**config.mk**
```make
export PLATFORM = sky130hd
export DESIGN_NAME = softusb_top
export DESIGN_NICKNAME = d
export VERILOG_FILES = /design/src/verilog/usb_line_pkg.sv /design/src/verilog/sie_reg_pkg.sv /design/src/verilog/softusb_sie.sv /design/src/verilog/softusb_tx.sv /design/src/verilog/softusb_rx.sv /design/src/verilog/softusb_phy.sv /design/src/verilog/softusb_top.sv
export SDC_FILE = /design/constraint.sdc
export NUM_CORES = 1
export LEC_CHECK = 0
export ABC_AREA = 1
export BUFFER_PORTS_ARGS = -buffer_cell sky130_fd_sc_hd__buf_2
export CORE_MARGIN = 3
export CORE_UTILIZATION = 50
export CTS_CLUSTER_SIZE = 8
export DETAILED_ROUTE_END_ITERATION = 7
export GPL_TIMING_DRIVEN = 0
export MAX_ROUTING_LAYER = met4
export PLACE_DENSITY = 0.75
export SYNTH_ARGS = -nofsm -noshare
export SYNTH_HDL_FRONTEND = slang
export SYNTH_HIERARCHICAL = 1
export SYNTH_SLANG_ARGS = --single-unit
```
**constraint.sdc**
```tcl
create_clock -name usb_clk -period 6.2 [get_ports usb_clk]
set_clock_uncertainty 0.05 [all_clocks]
set_input_delay 1.55 -clock usb_clk [delete_from_list [all_inputs] [get_ports usb_clk]]
set_output_delay 1.55 -clock usb_clk [all_outputs]
set_load 0.02 [all_outputs]
```
**src/verilog/usb_line_pkg.sv**
```systemverilog
/*
 * USB line-level definitions for the soft host PHY.
 * Line state and per-port mask types, bit timing at both speeds,
 * bit stuffing limit, SYNC pattern and EOP length.
 */
package usb_line_pkg;

	// Synchronized {vp, vm} of one port.
	// 0 is SE0, 2 is J at full speed and K at low speed.
	typedef logic [1:0] line_state_t;

	// One bit per port. Bit 0 is port A, bit 1 is port B.
	typedef logic [1:0] port_mask_t;

	localparam line_state_t LINE_SE0 = 2'b00; // Both lines low.

	// The clock is 48 MHz, so 12 Mbit/s takes 4 clocks per bit.
	localparam int FS_BIT_CLKS = 4;
	localparam int LS_BIT_CLKS = 32; // 1.5 Mbit/s.

	// After this many consecutive ones a zero is inserted on the wire.
	localparam int STUFF_LIMIT = 6;

	// SYNC goes out LSB first, seven zeros and then a one (KJKJKJKK).
	localparam logic [7:0] SYNC_BYTE = 8'h80;

	localparam int EOP_SE0_BITS = 2; // SE0 bit times before the closing J.

endpackage

```
**src/verilog/sie_reg_pkg.sv**
```systemverilog
/*
 * Register interface of the serial interface engine.
 * I/O address and data types, and the register address map
 * seen by the processor.
 */
package sie_reg_pkg;

	typedef logic [5:0] io_addr_t; // Register address on the I/O strobes.
	typedef logic [7:0] io_data_t; // Register data, also one TX or RX byte.

	// Line states of both ports, read only.
	localparam io_addr_t REG_LINE_A = 6'h00;
	localparam io_addr_t REG_LINE_B = 6'h01;
	// Addresses 0x02 and 0x03 are not used.

	localparam io_addr_t REG_SEL_RX = 6'h04;     // Port the receiver listens to.
	localparam io_addr_t REG_SEL_TX = 6'h05;     // Mask of ports driven on TX.

	// Transmit side.
	localparam io_addr_t REG_TX_DATA    = 6'h06; // Write starts or continues a packet.
	localparam io_addr_t REG_TX_PENDING = 6'h07;
	localparam io_addr_t REG_TX_VALID   = 6'h08; // A write here ends the packet.
	localparam io_addr_t REG_TX_BUSY    = 6'h09;
	localparam io_addr_t REG_GEN_RESET  = 6'h0a; // Per-port SE0 drive.

	// Receive side.
	localparam io_addr_t REG_RX_DATA    = 6'h0b; // Reading clears the pending flag.
	localparam io_addr_t REG_RX_PENDING = 6'h0c;
	localparam io_addr_t REG_RX_ACTIVE  = 6'h0d;

	localparam io_addr_t REG_TX_LS      = 6'h0e; // Low-speed bit time for TX.
	localparam io_addr_t REG_LOW_SPEED  = 6'h0f; // Per-port low-speed mask.
	localparam io_addr_t REG_GEN_EOP    = 6'h10; // Write only strobe.

endpackage

```
**src/verilog/softusb_sie.sv**
```systemverilog
/*
 * Register block of the serial interface engine.
 * Write decode into the control registers, TX holding flags,
 * capture of received bytes and the registered read-back mux.
 */
`timescale 1ns/1ps

module softusb_sie
	import usb_line_pkg::*;
	import sie_reg_pkg::*;
(
	input  logic        usb_clk,
	input  logic        usb_rst,

	input  logic        io_re,
	input  logic        io_we,
	input  io_addr_t    io_a,
	input  io_data_t    io_di,
	output io_data_t    io_do,

	input  line_state_t line_state_a,
	input  line_state_t line_state_b,

	output logic        port_sel_rx,
	output port_mask_t  port_sel_tx,
	output port_mask_t  generate_reset,
	output port_mask_t  low_speed,

	output io_data_t    tx_data,
	output logic        tx_valid,
	output logic        tx_low_speed,
	output logic        generate_eop,
	input  logic        tx_ready,
	input  logic        tx_busy,

	input  io_data_t    rx_data,
	input  logic        rx_valid,
	input  logic        rx_active
);

	logic     tx_pending; // Byte written but not yet taken by the TX.
	io_data_t rx_byte;    // Last byte delivered by the receiver.
	logic     rx_pending; // Set by a new byte, cleared by reading it.

	// The EOP request has no storage and goes straight to the PHY.
	assign generate_eop = io_we && (io_a == REG_GEN_EOP);

	always_ff @(posedge usb_clk) begin
		if (usb_rst) begin
			port_sel_rx    <= 1'b0;
			port_sel_tx    <= '0;
			generate_reset <= '0;
			low_speed      <= '0;
			tx_low_speed   <= 1'b0;
			tx_data        <= '0;
			tx_valid       <= 1'b0;
			tx_pending     <= 1'b0;
			rx_byte        <= '0;
			rx_pending     <= 1'b0;
			io_do          <= '0;
		end else begin
			if (tx_ready)
				tx_pending <= 1'b0; // The PHY has latched the byte.

			// A write on the same edge as tx_ready wins, so a fresh byte stays pending.
			if (io_we) begin
				case (io_a)
					REG_SEL_RX:    port_sel_rx    <= io_di[0];
					REG_SEL_TX:    port_sel_tx    <= io_di[1:0];
					REG_TX_DATA: begin
						tx_data    <= io_di; // Overwrites a byte that is still pending.
						tx_valid   <= 1'b1;
						tx_pending <= 1'b1;
					end
					REG_TX_VALID:  tx_valid       <= 1'b0; // EOP follows the current byte.
					REG_GEN_RESET: generate_reset <= io_di[1:0];
					REG_TX_LS:     tx_low_speed   <= io_di[0];
					REG_LOW_SPEED: low_speed      <= io_di[1:0];
					default: ;
				endcase
			end

			if (io_re && (io_a == REG_RX_DATA))
				rx_pending <= 1'b0;
			// A byte arriving during the read must not be lost, so it goes last.
			if (rx_valid) begin
				rx_byte    <= rx_data;
				rx_pending <= 1'b1;
			end

			// Read-back mux, one clock behind the address.
			case (io_a)
				REG_LINE_A:     io_do <= {6'd0, line_state_a};
				REG_LINE_B:     io_do <= {6'd0, line_state_b};
				REG_SEL_RX:     io_do <= {7'd0, port_sel_rx};
				REG_SEL_TX:     io_do <= {6'd0, port_sel_tx};
				REG_TX_DATA:    io_do <= tx_data;
				REG_TX_PENDING: io_do <= {7'd0, tx_pending};
				REG_TX_VALID:   io_do <= {7'd0, tx_valid};
				REG_TX_BUSY:    io_do <= {7'd0, tx_busy};
				REG_GEN_RESET:  io_do <= {6'd0, generate_reset};
				REG_RX_DATA:    io_do <= rx_byte;
				REG_RX_PENDING: io_do <= {7'd0, rx_pending};
				REG_RX_ACTIVE:  io_do <= {7'd0, rx_active};
				REG_TX_LS:      io_do <= {7'd0, tx_low_speed};
				REG_LOW_SPEED:  io_do <= {6'd0, low_speed};
				default:        io_do <= '0; // Unmapped and write-only addresses.
			endcase
		end
	end

endmodule

```
**src/verilog/softusb_tx.sv**
```systemverilog
/*
 * USB transmitter.
 * Sends SYNC, then bytes LSB first with bit stuffing and NRZI,
 * then the EOP. Also sends a standalone EOP on request.
 */
`timescale 1ns/1ps

module softusb_tx
	import usb_line_pkg::*;
	import sie_reg_pkg::*;
(
	input  logic     usb_clk,
	input  logic     usb_rst,

	input  io_data_t tx_data,
	input  logic     tx_valid,
	input  logic     tx_low_speed,
	input  logic     generate_eop,

	output logic     tx_ready,
	output logic     tx_busy,
	output logic     tx_dp,
	output logic     tx_dm,
	output logic     tx_oe
);

	localparam int CNT_W   = $clog2(LS_BIT_CLKS);
	localparam int STUFF_W = $clog2(STUFF_LIMIT + 1);
	localparam int EOP_W   = $clog2(EOP_SE0_BITS + 1);

	typedef enum logic [2:0] {
		TX_IDLE,
		TX_SYNC,
		TX_DATA,
		TX_EOP_SE0,
		TX_EOP_J
	} tx_state_t;

	tx_state_t          state;
	logic [CNT_W-1:0]   bit_cnt;   // Counts down the clocks of one bit time.
	logic [CNT_W-1:0]   bit_max;
	logic               bit_tick;  // A new bit starts on this edge.
	io_data_t           shreg;     // Byte on the wire, LSB goes first.
	io_data_t           hold;      // First byte of the packet, taken at SYNC start.
	logic [2:0]         bit_idx;
	logic [STUFF_W-1:0] ones;      // Run of ones sent so far.
	logic [EOP_W-1:0]   eop_cnt;
	logic               lvl;       // Line level in J/K terms, 1 is J.
	logic               last_byte; // No further byte, EOP after stuffing.
	logic               stuff_now;
	logic               line_dp;   // Data level on D+ before SE0 forcing.

	assign bit_max   = tx_low_speed ? CNT_W'(LS_BIT_CLKS - 1) : CNT_W'(FS_BIT_CLKS - 1);
	assign bit_tick  = (bit_cnt == '0);
	assign stuff_now = (ones == STUFF_W'(STUFF_LIMIT));

	always_ff @(posedge usb_clk) begin
		if (usb_rst) begin
			state     <= TX_IDLE;
			bit_cnt   <= '0;
			bit_idx   <= '0;
			ones      <= '0;
			eop_cnt   <= '0;
			lvl       <= 1'b1;
			last_byte <= 1'b0;
			tx_ready  <= 1'b0;
		end else begin
			tx_ready <= 1'b0;
			bit_cnt  <= bit_tick ? bit_max : bit_cnt - 1'b1;
			case (state)
				TX_IDLE: begin
					lvl       <= 1'b1;
					ones      <= '0;
					bit_idx   <= '0;
					eop_cnt   <= '0;
					last_byte <= 1'b0;
					if (tx_valid) begin
						state    <= TX_SYNC;
						shreg    <= SYNC_BYTE;
						hold     <= tx_data;
						tx_ready <= 1'b1;
						bit_cnt  <= '0; // First SYNC bit goes out on the next edge.
					end else if (generate_eop) begin
						state   <= TX_EOP_SE0;
						bit_cnt <= bit_max; // Full bit time of SE0 from here.
					end
				end
				TX_SYNC, TX_DATA: if (bit_tick) begin
					if (stuff_now) begin
						lvl  <= ~lvl; // Stuffed zero, nothing consumed.
						ones <= '0;
					end else if (last_byte) begin
						state <= TX_EOP_SE0;
					end else begin
						lvl     <= shreg[0] ? lvl : ~lvl; // NRZI, a zero toggles.
						ones    <= shreg[0] ? ones + 1'b1 : '0;
						shreg   <= shreg >> 1;
						bit_idx <= bit_idx + 3'd1;
						// Last bit of a byte is on the wire now, so line up the next one.
						if (bit_idx == 3'd7) begin
							if (state == TX_SYNC) begin
								shreg <= hold;
								state <= TX_DATA;
							end else if (tx_valid) begin
								shreg    <= tx_data;
								tx_ready <= 1'b1;
							end else begin
								last_byte <= 1'b1;
							end
						end
					end
				end
				TX_EOP_SE0: if (bit_tick) begin
					if (eop_cnt == EOP_W'(EOP_SE0_BITS - 1)) begin
						state <= TX_EOP_J;
						lvl   <= 1'b1;
					end else begin
						eop_cnt <= eop_cnt + 1'b1;
					end
				end
				TX_EOP_J: if (bit_tick)
					state <= TX_IDLE; // One J bit time closes the EOP.
				default: state <= TX_IDLE;
			endcase
		end
	end

	assign tx_busy = (state != TX_IDLE);
	assign tx_oe   = tx_busy;

	// J is D+ high at full speed and D- high at low speed.
	assign line_dp = lvl ^ tx_low_speed;
	assign tx_dp   = (state != TX_EOP_SE0) & line_dp;
	assign tx_dm   = (state != TX_EOP_SE0) & ~line_dp;

endmodule

```
**src/verilog/softusb_rx.sv**
```systemverilog
/*
 * USB receiver.
 * Oversamples the selected port, recovers bit timing from edges,
 * hunts for SYNC, decodes NRZI, drops stuffed bits and assembles
 * bytes until an SE0 ends the packet.
 */
`timescale 1ns/1ps

module softusb_rx
	import usb_line_pkg::*;
	import sie_reg_pkg::*;
(
	input  logic        usb_clk,
	input  logic        usb_rst,

	input  logic        rx_rcv,
	input  line_state_t rx_line,
	input  logic        rx_low_speed,

	output io_data_t    rx_data,
	output logic        rx_valid,
	output logic        rx_active
);

	localparam int CNT_W          = $clog2(LS_BIT_CLKS);
	localparam int STUFF_W        = $clog2(STUFF_LIMIT + 1);
	localparam int SYNC_MIN_ZEROS = 3; // Fewer zeros before the closing one is noise.

	typedef enum logic [1:0] {
		RX_IDLE,
		RX_SYNC_HUNT,
		RX_DATA
	} rx_state_t;

	rx_state_t          state;
	logic               rcv_meta;
	logic               rcv_sync;
	logic               rcv_prev;
	logic               edge_seen;
	logic [CNT_W-1:0]   bit_cnt;
	logic [CNT_W-1:0]   bit_max;
	logic [CNT_W-1:0]   bit_mid;
	logic               sample;  // Middle of a bit time.
	logic               lvl_j;   // Received level in J/K terms, 1 is J.
	logic               prev_j;
	logic               dec_bit; // NRZI decoded bit.
	logic               se0;
	io_data_t           shreg;
	logic [2:0]         bit_idx;
	logic [STUFF_W-1:0] ones;
	logic [2:0]         zeros;   // SYNC zeros seen while hunting.

	// Two flops match the line state synchronizers in the PHY.
	always_ff @(posedge usb_clk) begin
		rcv_meta <= rx_rcv;
		rcv_sync <= rcv_meta;
		rcv_prev <= rcv_sync;
	end

	assign edge_seen = rcv_sync ^ rcv_prev;
	assign bit_max   = rx_low_speed ? CNT_W'(LS_BIT_CLKS - 1) : CNT_W'(FS_BIT_CLKS - 1);
	assign bit_mid   = rx_low_speed ? CNT_W'(LS_BIT_CLKS / 2) : CNT_W'(FS_BIT_CLKS / 2);
	assign sample    = (bit_cnt == bit_mid) && !edge_seen;
	assign lvl_j     = rcv_sync ^ rx_low_speed; // Polarity of J swaps at low speed.
	assign dec_bit   = (lvl_j == prev_j);       // No change on the line is a one.
	assign se0       = (rx_line == LINE_SE0);

	// Bit timer, pulled back to the start of the bit on every edge.
	always_ff @(posedge usb_clk) begin
		if (usb_rst)
			bit_cnt <= '0;
		else if (edge_seen)
			bit_cnt <= CNT_W'(1); // The edge clock itself was the first of the bit.
		else if (bit_cnt == bit_max)
			bit_cnt <= '0;
		else
			bit_cnt <= bit_cnt + 1'b1;
	end

	always_ff @(posedge usb_clk) begin
		if (usb_rst) begin
			state     <= RX_IDLE;
			rx_active <= 1'b0;
			rx_valid  <= 1'b0;
			prev_j    <= 1'b1;
			bit_idx   <= '0;
			ones      <= '0;
			zeros     <= '0;
		end else begin
			rx_valid <= 1'b0;
			if (se0) begin
				state     <= RX_IDLE; // EOP or bus reset, a partial byte is dropped.
				rx_active <= 1'b0;
				prev_j    <= 1'b1;    // The bus returns to J after SE0.
			end else if (sample) begin
				prev_j <= lvl_j;
				case (state)
					RX_IDLE: if (!dec_bit) begin
						state <= RX_SYNC_HUNT; // First K of a possible SYNC.
						zeros <= '0;
					end
					RX_SYNC_HUNT: begin
						if (!dec_bit) begin
							if (zeros != 3'd7)
								zeros <= zeros + 3'd1;
						end else if (zeros >= 3'(SYNC_MIN_ZEROS)) begin
							state     <= RX_DATA; // The closing one of SYNC.
							rx_active <= 1'b1;
							ones      <= STUFF_W'(1); // It counts toward stuffing.
							bit_idx   <= '0;
						end else begin
							state <= RX_IDLE;
						end
					end
					RX_DATA: begin
						if (ones == STUFF_W'(STUFF_LIMIT)) begin
							ones <= '0; // Stuffed zero, not data.
						end else begin
							ones    <= dec_bit ? ones + 1'b1 : '0;
							shreg   <= {dec_bit, shreg[7:1]};
							bit_idx <= bit_idx + 3'd1;
							if (bit_idx == 3'd7) begin
								rx_data  <= {dec_bit, shreg[7:1]};
								rx_valid <= 1'b1;
							end
						end
					end
					default: state <= RX_IDLE;
				endcase
			end
		end
	end

endmodule

```
**src/verilog/softusb_phy.sv**
```systemverilog
/*
 * Two-port USB PHY.
 * Line state synchronizers, receive port and speed selection,
 * per-port drive with bus reset priority, and the TX and RX.
 */
`timescale 1ns/1ps

module softusb_phy
	import usb_line_pkg::*;
	import sie_reg_pkg::*;
(
	input  logic        usb_clk,
	input  logic        usb_rst,

	output logic        usba_spd,
	output logic        usba_oe_n,
	output logic        usba_txp,
	output logic        usba_txm,
	input  logic        usba_rcv,
	input  logic        usba_vp,
	input  logic        usba_vm,

	output logic        usbb_spd,
	output logic        usbb_oe_n,
	output logic        usbb_txp,
	output logic        usbb_txm,
	input  logic        usbb_rcv,
	input  logic        usbb_vp,
	input  logic        usbb_vm,

	output line_state_t line_state_a,
	output line_state_t line_state_b,

	input  logic        port_sel_rx,
	input  port_mask_t  port_sel_tx,
	input  port_mask_t  generate_reset,
	input  port_mask_t  low_speed,

	input  io_data_t    tx_data,
	input  logic        tx_valid,
	input  logic        tx_low_speed,
	input  logic        generate_eop,
	output logic        tx_ready,
	output logic        tx_busy,

	output io_data_t    rx_data,
	output logic        rx_valid,
	output logic        rx_active
);

	port_mask_t  vp_pin;
	port_mask_t  vm_pin;
	port_mask_t  rcv_pin;
	port_mask_t  txp_pin;
	port_mask_t  txm_pin;
	port_mask_t  oe_n_pin;
	line_state_t line_meta [2];
	line_state_t line_sync [2];
	logic        tx_dp;
	logic        tx_dm;
	logic        tx_oe;
	logic        rx_rcv;
	line_state_t rx_line;
	logic        rx_low_speed;

	// Both ports are handled as bit 0 (A) and bit 1 (B) of one vector.
	assign vp_pin  = {usbb_vp, usba_vp};
	assign vm_pin  = {usbb_vm, usba_vm};
	assign rcv_pin = {usbb_rcv, usba_rcv};

	always_ff @(posedge usb_clk) begin
		for (int i = 0; i < 2; i++) begin
			line_meta[i] <= {vp_pin[i], vm_pin[i]};
			line_sync[i] <= line_meta[i];
		end
	end

	assign line_state_a = line_sync[0];
	assign line_state_b = line_sync[1];

	// Bus reset overrides any transmission on its port.
	always_comb begin
		for (int i = 0; i < 2; i++) begin
			txp_pin[i]  = tx_dp;
			txm_pin[i]  = tx_dm;
			oe_n_pin[i] = 1'b1;
			if (generate_reset[i]) begin
				txp_pin[i]  = 1'b0; // SE0 for as long as the bit stays set.
				txm_pin[i]  = 1'b0;
				oe_n_pin[i] = 1'b0;
			end else if (port_sel_tx[i] && tx_oe) begin
				oe_n_pin[i] = 1'b0;
			end
		end
	end

	assign usba_txp  = txp_pin[0];
	assign usba_txm  = txm_pin[0];
	assign usba_oe_n = oe_n_pin[0];
	assign usbb_txp  = txp_pin[1];
	assign usbb_txm  = txm_pin[1];
	assign usbb_oe_n = oe_n_pin[1];
	assign usba_spd  = ~low_speed[0]; // Transceiver speed pin is high for full speed.
	assign usbb_spd  = ~low_speed[1];

	// The receiver sees only the selected port.
	assign rx_rcv       = rcv_pin[port_sel_rx];
	assign rx_line      = line_sync[port_sel_rx];
	assign rx_low_speed = low_speed[port_sel_rx];

	softusb_tx tx (.*);
	softusb_rx rx (.*);

endmodule

```
**src/verilog/softusb_top.sv**
```systemverilog
/*
 * Top level of the soft USB serial interface engine.
 * Register block and two-port PHY.
 */
`timescale 1ns/1ps

module softusb_top
	import usb_line_pkg::*;
	import sie_reg_pkg::*;
(
	input  logic     usb_clk,
	input  logic     usb_rst,

	input  logic     io_re,
	input  logic     io_we,
	input  io_addr_t io_a,
	input  io_data_t io_di,
	output io_data_t io_do,

	output logic     usba_spd,
	output logic     usba_oe_n,
	output logic     usba_txp,
	output logic     usba_txm,
	input  logic     usba_rcv,
	input  logic     usba_vp,
	input  logic     usba_vm,

	output logic     usbb_spd,
	output logic     usbb_oe_n,
	output logic     usbb_txp,
	output logic     usbb_txm,
	input  logic     usbb_rcv,
	input  logic     usbb_vp,
	input  logic     usbb_vm
);

	line_state_t line_state_a;
	line_state_t line_state_b;
	logic        port_sel_rx;
	port_mask_t  port_sel_tx;
	port_mask_t  generate_reset;
	port_mask_t  low_speed;
	io_data_t    tx_data;
	logic        tx_valid;
	logic        tx_low_speed;
	logic        generate_eop;
	logic        tx_ready;
	logic        tx_busy;
	io_data_t    rx_data;
	logic        rx_valid;
	logic        rx_active;

	// Signal names match on both sides, so the instances connect by name.
	softusb_sie sie (.*);
	softusb_phy phy (.*);

endmodule

```
==> metrics.txt, run 1 <==
status completed; mapped cell area between 5000 and 6000 um^2; share of cells above drive strength 1 0.1715; Req. time, crit path around 4.6 ns; GRT overflow 0; clk slew on worst S/H paths 0.06 ns; Sink Count 115; vias per cell approximately 5.3; number of diodes 0; fillers 877; Post-Syn Area per Cell 7.865 um^2; sequential fraction of the synthesis area 0.4828; gpl congestion slightly below 0.9; H-Tree Level Count 4; worst slew pin tran around 0.69 ns; Setup Crit Path Kind reg -> out; Pwr Total between 2000 and 2500 uW; max-cap violations 0; pwr/cell area roughly 360 nW/um^2; most common library cell in the layout ignoring fill and taps nand2_1; critical-path maximum fanout 8; post-layout min period ~3.5 ns; worst hold path cell count 0; antenna violations before repair 0; Initial Util 0.5195; worst hold margin ~0.28 ns; synth warn 6; Worst setup EP type output pin; clock root buffer clkbuf_8; fmax 0.2839 GHz; CTS resizes 0; Synth Register Bits around 120; maximum clock path buffer count 2; Post-CTS Setup Repair Bufs 0; drt total wl 12170 um; die area approximately 12000 um^2; unrepaired setup endpoints after global routing no; most frequent cells in the layout 176 x nand2_1, 85 x nor2_1, 84 x dfxtp_1; IO Pins 40; R2R setup slack around 3.7 ns; Clock Latency Late Sink roughly 0.51 ns; Die W 110.0 um; worst hold endpoint phy/line_sync[0][0]; Setup Viol. Count Final 0; Max VDD drop 0.0003038 V; wire per inst between 10 and 15 um; IO buf count 38; Slew headroom 0.5390; final max-slew violation count 0; Die H 110.0 um; largest net degree at the start of global routing 17; area delta synth->final 18.17%; Placed Area between 5000 and 6000 um^2; Post-route DRC 0; top cell type's share of synthesized area 0.3108; Pleak about 0.0027 uW; R2R Path End phy/rx/rx_data[7]; # rows 37; CTS Hold Buffers Added 0; TritonCTS clock tree yes; estimated wirelength of the detail-placed design ~9000 um; Cells after Synth about 690; reg2reg start sie/port_sel_rx; drt initial violations roughly 380; vias 4736; endpoints failing hold 0; library cells used by synthesis 40; area leader, netlist dfxtp_1; Finished Cell Area between 6000 and 7000 um^2; vias in the first global route around 4700; Pre-antenna DRT Iters 5; first-pass GRT wire length roughly 20000 um; Final Cycle Share 0.5682; Worst Hold Launch phy/line_meta[0][0]; Area contributors post-synth dfxtp_1 31%, edfxtp_1 17%, nand2_1 12%; All-Layer GR Usage 0.2197; worst hold path type reg -> reg; Antenna Nets Post-Route 0; R2R depth 9; CTS Buf Count 17; final core utilization 0.6139; TNS Setup 0 ns; Worst EP arrival about 1.9 ns; Worst setup SP type flip-flop; Mapped Nets slightly above 700; area of the core around 10000 um^2; Post-layout nets 783
-- how the worst max path moves through the flow --
stage / from / to / slack (ns)
finish: phy/tx/state[0] / usba_oe_n / 2.68
global route: phy/tx/state[0] / usba_oe_n / 2.61
CTS: phy/tx/state[0] / usba_oe_n / 2.66
detailed placement: usb_rst / phy/rx/rx_data[3] / 2.82
global placement: usb_rst / phy/rx/rx_data[4] / 2.88
floorplan: usb_rst / phy/rx/rx_data[0] / 3.30
-- critical path, cell delays in order (launching register included) --
cell and delay, ns:
dfxtp_1 0.39, nor2_2 0.35, nand2_4 0.15, buf_4 0.17
a21oi_1 0.16, buf_2 0.20
-- where the power goes --
| part | switching, uW | internal (uW) |
|---|---|---|
| Clock | 357 | 658 |
| Sequential | 32.5 | 818 |
| Combinational | 286 | 143 |
| Total | 675 | 1620 |
-- cell families (layout without fill, tap and decap cells) --
group	count (synthesis)	count (layout)	synth area share
buffers and inverters	94	164	0.06982
AOI/OAI and AO/OA	87	87	0.08809
xor gates and xnor gates	6	6	0.009711
and+or+nand+nor	372	372	0.3172
DFF	115	115	0.4828
adders and majority gates	14	14	0.03237
-- metrics by stage --
| step | setup slack (ns) | std cells |
|---|---|---|
| finish | 2.677 | 894 |
| floorplan | 3.301 | 688 |
| detailed placement | 2.820 | 862 |
| global route | 2.610 | 894 |
| global placement | 2.880 | 862 |
| CTS | 2.663 | 894 |
-- registers in the layout, summed over array words and instances, names as in the netlist, 2 cells and up --
signal              flops
phy/tx/hold             8
sie/rx_byte             8
sie/low_speed           2
phy/rx/ones             3
sie/io_do               8
phy/tx/ones             3
phy/line_sync           4
phy/rx/state            2
phy/tx/shreg            8
phy/tx/bit_cnt          5
phy/rx/zeros            3
sie/generate_reset      2
phy/rx/shreg            7
phy/tx/bit_idx          3
sie/port_sel_tx         2
phy/rx/bit_cnt          5
phy/tx/state            3
sie/tx_data             8
phy/rx/bit_idx          3
phy/tx/eop_cnt          2
phy/rx/rx_data          8
phy/line_meta           4
-- synthesized netlist by cell type (all sizes together) --
| cell type | n |
|---|---|
| nand3 | 55 |
| nand2 | 187 |
| or2 | 2 |
| o21bai | 2 |
| nor2 | 104 |
| and2 | 2 |
| clkinv | 3 |
| o211ai | 4 |
| a211oi | 1 |
| nor3 | 5 |
| clkbuf | 6 |
| nand3b | 1 |
| a31oi | 8 |
| dfxtp | 84 |
| inv | 80 |
| a21oi | 59 |
| buf | 5 |
| ha | 14 |
| o31ai | 1 |
| edfxtp | 31 |
| o21ai | 11 |
| nor4 | 1 |
| xor2 | 4 |
| nand4 | 15 |
| a31o | 1 |
| xnor2 | 2 |
-- layer usage --
layer,routed length (um),vias up,GRT usage
met3,667,33,0.04834
met2,6129,146,0.3748
li1,-,2358,-
met4,281,0,0.1015
met5,0,-,-
met1,5094,2199,0.2454
-- area by class of cell --
class	count	area, um^2	area share
clock buffer	18	417.9	0.06535
clock inverter	14	205.2	0.03209
sequential	115	2613	0.4085
timing repair buffer	38	190.2	0.02974
tap	136	170.2	0.02661
multi-input combinational	479	2421	0.3786
buffer	11	65.06	0.01017
inverter	83	312.8	0.04891
(Power assumes the default switching activity.)
==> run 2: changes to the inputs <==
- ABC_AREA: 1 -> 0
- clock period: 6.2 -> 3.7 ns (I/O delays scaled with it)
==> metrics.txt, run 2 <==
Max VDD drop about 0.00028 V; share of cells above drive strength 1 0.1774; Post-synth EDFFs 31; drt total wl roughly 12000 um; Worst setup EP type flip-flop; endpoints failing hold 0; Flop pwr share 0.391; CTS Buf Count 17; gpl congestion just over 0.9; Area contributors post-synth dfxtp_1 32%, edfxtp_1 18%, nor2_1 3.8%; top_reg_cell synth dfxtp_1; Placed Area between 5000 and 6000 um^2; final max-slew violation count 0; placed cell count 693; All-Layer GR Usage 0.2121; unrepaired setup endpoints after global routing no; worst slack at placement roughly 0.18 ns; most frequent cells in the layout 84 x dfxtp_1, 54 x nor2_1, 42 x buf_2; worst hold margin roughly 0.28 ns; switch share 0.2822; met1 usage 0.2404; Slew headroom 0.3075; TritonCTS clock tree yes; synth warn 6; library cells used by synthesis 73; GRT overflow 0; Finished Cell Area ~6200 um^2; IO Pins 40; top cell type's share of synthesized area 0.3179; area leader, netlist dfxtp_1; Die H approximately 110 um; Net Switching slightly below 1000 uW; maximum clock path buffer count 2; worst hold path type reg -> reg; cell-internal power ~2500 uW; clk slew on worst S/H paths 0.06 ns; Die W about 110 um; fillers just over 800; Clock Latency Late Sink slightly above 0.5 ns; fin cells a little over 700; Post-layout nets just over 600; wire per inst roughly 16 um; grt met2 use 0.3614; Req. time, crit path between 3 and 4 ns; Pleak about 0.0023 uW; clock group share of total power 0.451; worst slew pin tran about 1.0 ns; Pre-antenna DRT Iters 5; drt initial violations approximately 370; pwr/cell area approximately 560 nW/um^2; Gate power share 0.158; busiest grt layer met2; mapped cell area roughly 5300 um^2; fin worst setup slack 0.2035 ns; largest net degree at the start of global routing 17; list of most frequent post-synthesis cells 84 x dfxtp_1, 54 x nor2_1, 39 x a21oi_1; Worst EP arrival 3.61 ns; clock root buffer clkbuf_8; count leader, synth dfxtp_1; Cells after Synth about 520; max-cap violations 0; status completed; Sink Count about 120; Post-route DRC 0; antenna violations before repair 1; critical-path maximum fanout 9; # rows 36; vias per cell about 5.7; met3 usage 0.05447; TNS Setup 0 ns; vias approximately 4100; sequential fraction of the synthesis area 0.4939; most common library cell in the layout ignoring fill and taps dfxtp_1; Initial Util 0.5267; Setup Crit Path Kind reg -> reg; post-layout min period approximately 3.5 ns; Synth Register Bits 115; area of the core approximately 10000 um^2; IO buf count 39; Async SR Flop Fraction 0; Worst setup SP type flip-flop; area delta synth->final 18.05%; Antenna Nets Post-Route 0; first-pass GRT wire length 19180 um; die area ~12000 um^2; Mapped Nets roughly 560; vias in the first global route about 4100; fmax roughly 0.29 GHz; Post-Syn Area per Cell between 10 and 15 um^2; Setup Viol. Count Final 0; estimated wirelength of the detail-placed design roughly 8200 um; H-Tree Level Count 4; Final Cycle Share 0.9450
==> run 2: final timing paths <==
check                      startpoint                  end  slack (ns)  depth (start not counted)
setup / recovery      sie/port_sel_rx    phy/rx/rx_data[0]        0.20                          5
hold reg to reg   phy/line_meta[0][2]  phy/line_sync[1][0]        0.28                          0
hold / removal    phy/line_meta[0][2]  phy/line_sync[1][0]        0.28                          0
setup reg to reg      sie/port_sel_rx    phy/rx/rx_data[0]        0.20                          5
==> run 2: metal layers <==
layer  vias to the layer above  share of wire
li1                       2026              -
met1                      1965           0.42
met2                       132           0.53
met3                        16          0.045
met4                         0          0.012
met5                         -              0
==> run 2: worst max-delay path, cell delays in order (launching register included) <==
cell	delay, ns
dfxtp_1	0.49
mux2_1	0.48
or3b_4	0.47
a211o_2	0.40
nor4_2	0.83
and2_1	0.44
==> run 2: cell families (layout without fill, tap and decap cells) <==
group | after synthesis | count (layout) | synth area share
xor+xnor | 10 | 10 | 0.01987
mux | 32 | 32 | 0.07048
simple gates | 188 | 188 | 0.2008
compound gates | 115 | 115 | 0.1407
flops | 115 | 115 | 0.4938
other cells | 0 | 1 | 0
buf+inv | 45 | 116 | 0.03713
fa+ha+maj | 16 | 16 | 0.03713
==> run 2: per-stage QoR <==
step	total power [uW]	utilization
2_1_floorplan	1811	-
3_3_place_gp	1933	0.5627
3_5_place_dp	1945	0.5627
4_1_cts	3540	0.6210
5_1_grt	3688	0.6217
6_report	3523	0.6217
==> run 2: final cells by class <==
class / count / area, um^2 / area share
Antenna cell: 1 / 2.502 / 0.0004007
Sequential cell: 115 / 2613 / 0.4184
Multi-Input combinational cell: 361 / 2486 / 0.3981
Tap cell: 133 / 166.4 / 0.02665
Clock inverter: 15 / 171.4 / 0.02745
Clock buffer: 17 / 414.1 / 0.06632
Inverter: 18 / 67.56 / 0.01082
Timing Repair Buffer: 39 / 195.2 / 0.03126
Buffer: 27 / 128.9 / 0.02064
==> run 2: power by group through the flow <==
stage | logic, uW | registers (uW) | clock network [uW]
after floorplan | 414 | 1400 | 0
after global placement | 530 | 1400 | 0
after detailed placement | 541 | 1400 | 0
after CTS | 547 | 1380 | 1620
after global routing | 625 | 1380 | 1680
final | 556 | 1380 | 1590
==> run 2: what timing repair did <==
action / CTS / global route
setup endpoints to repair: 0 / 2
buffers inserted: 0 / 0
hold buffers: 0 / 0
gates resized for setup: 0 / 1
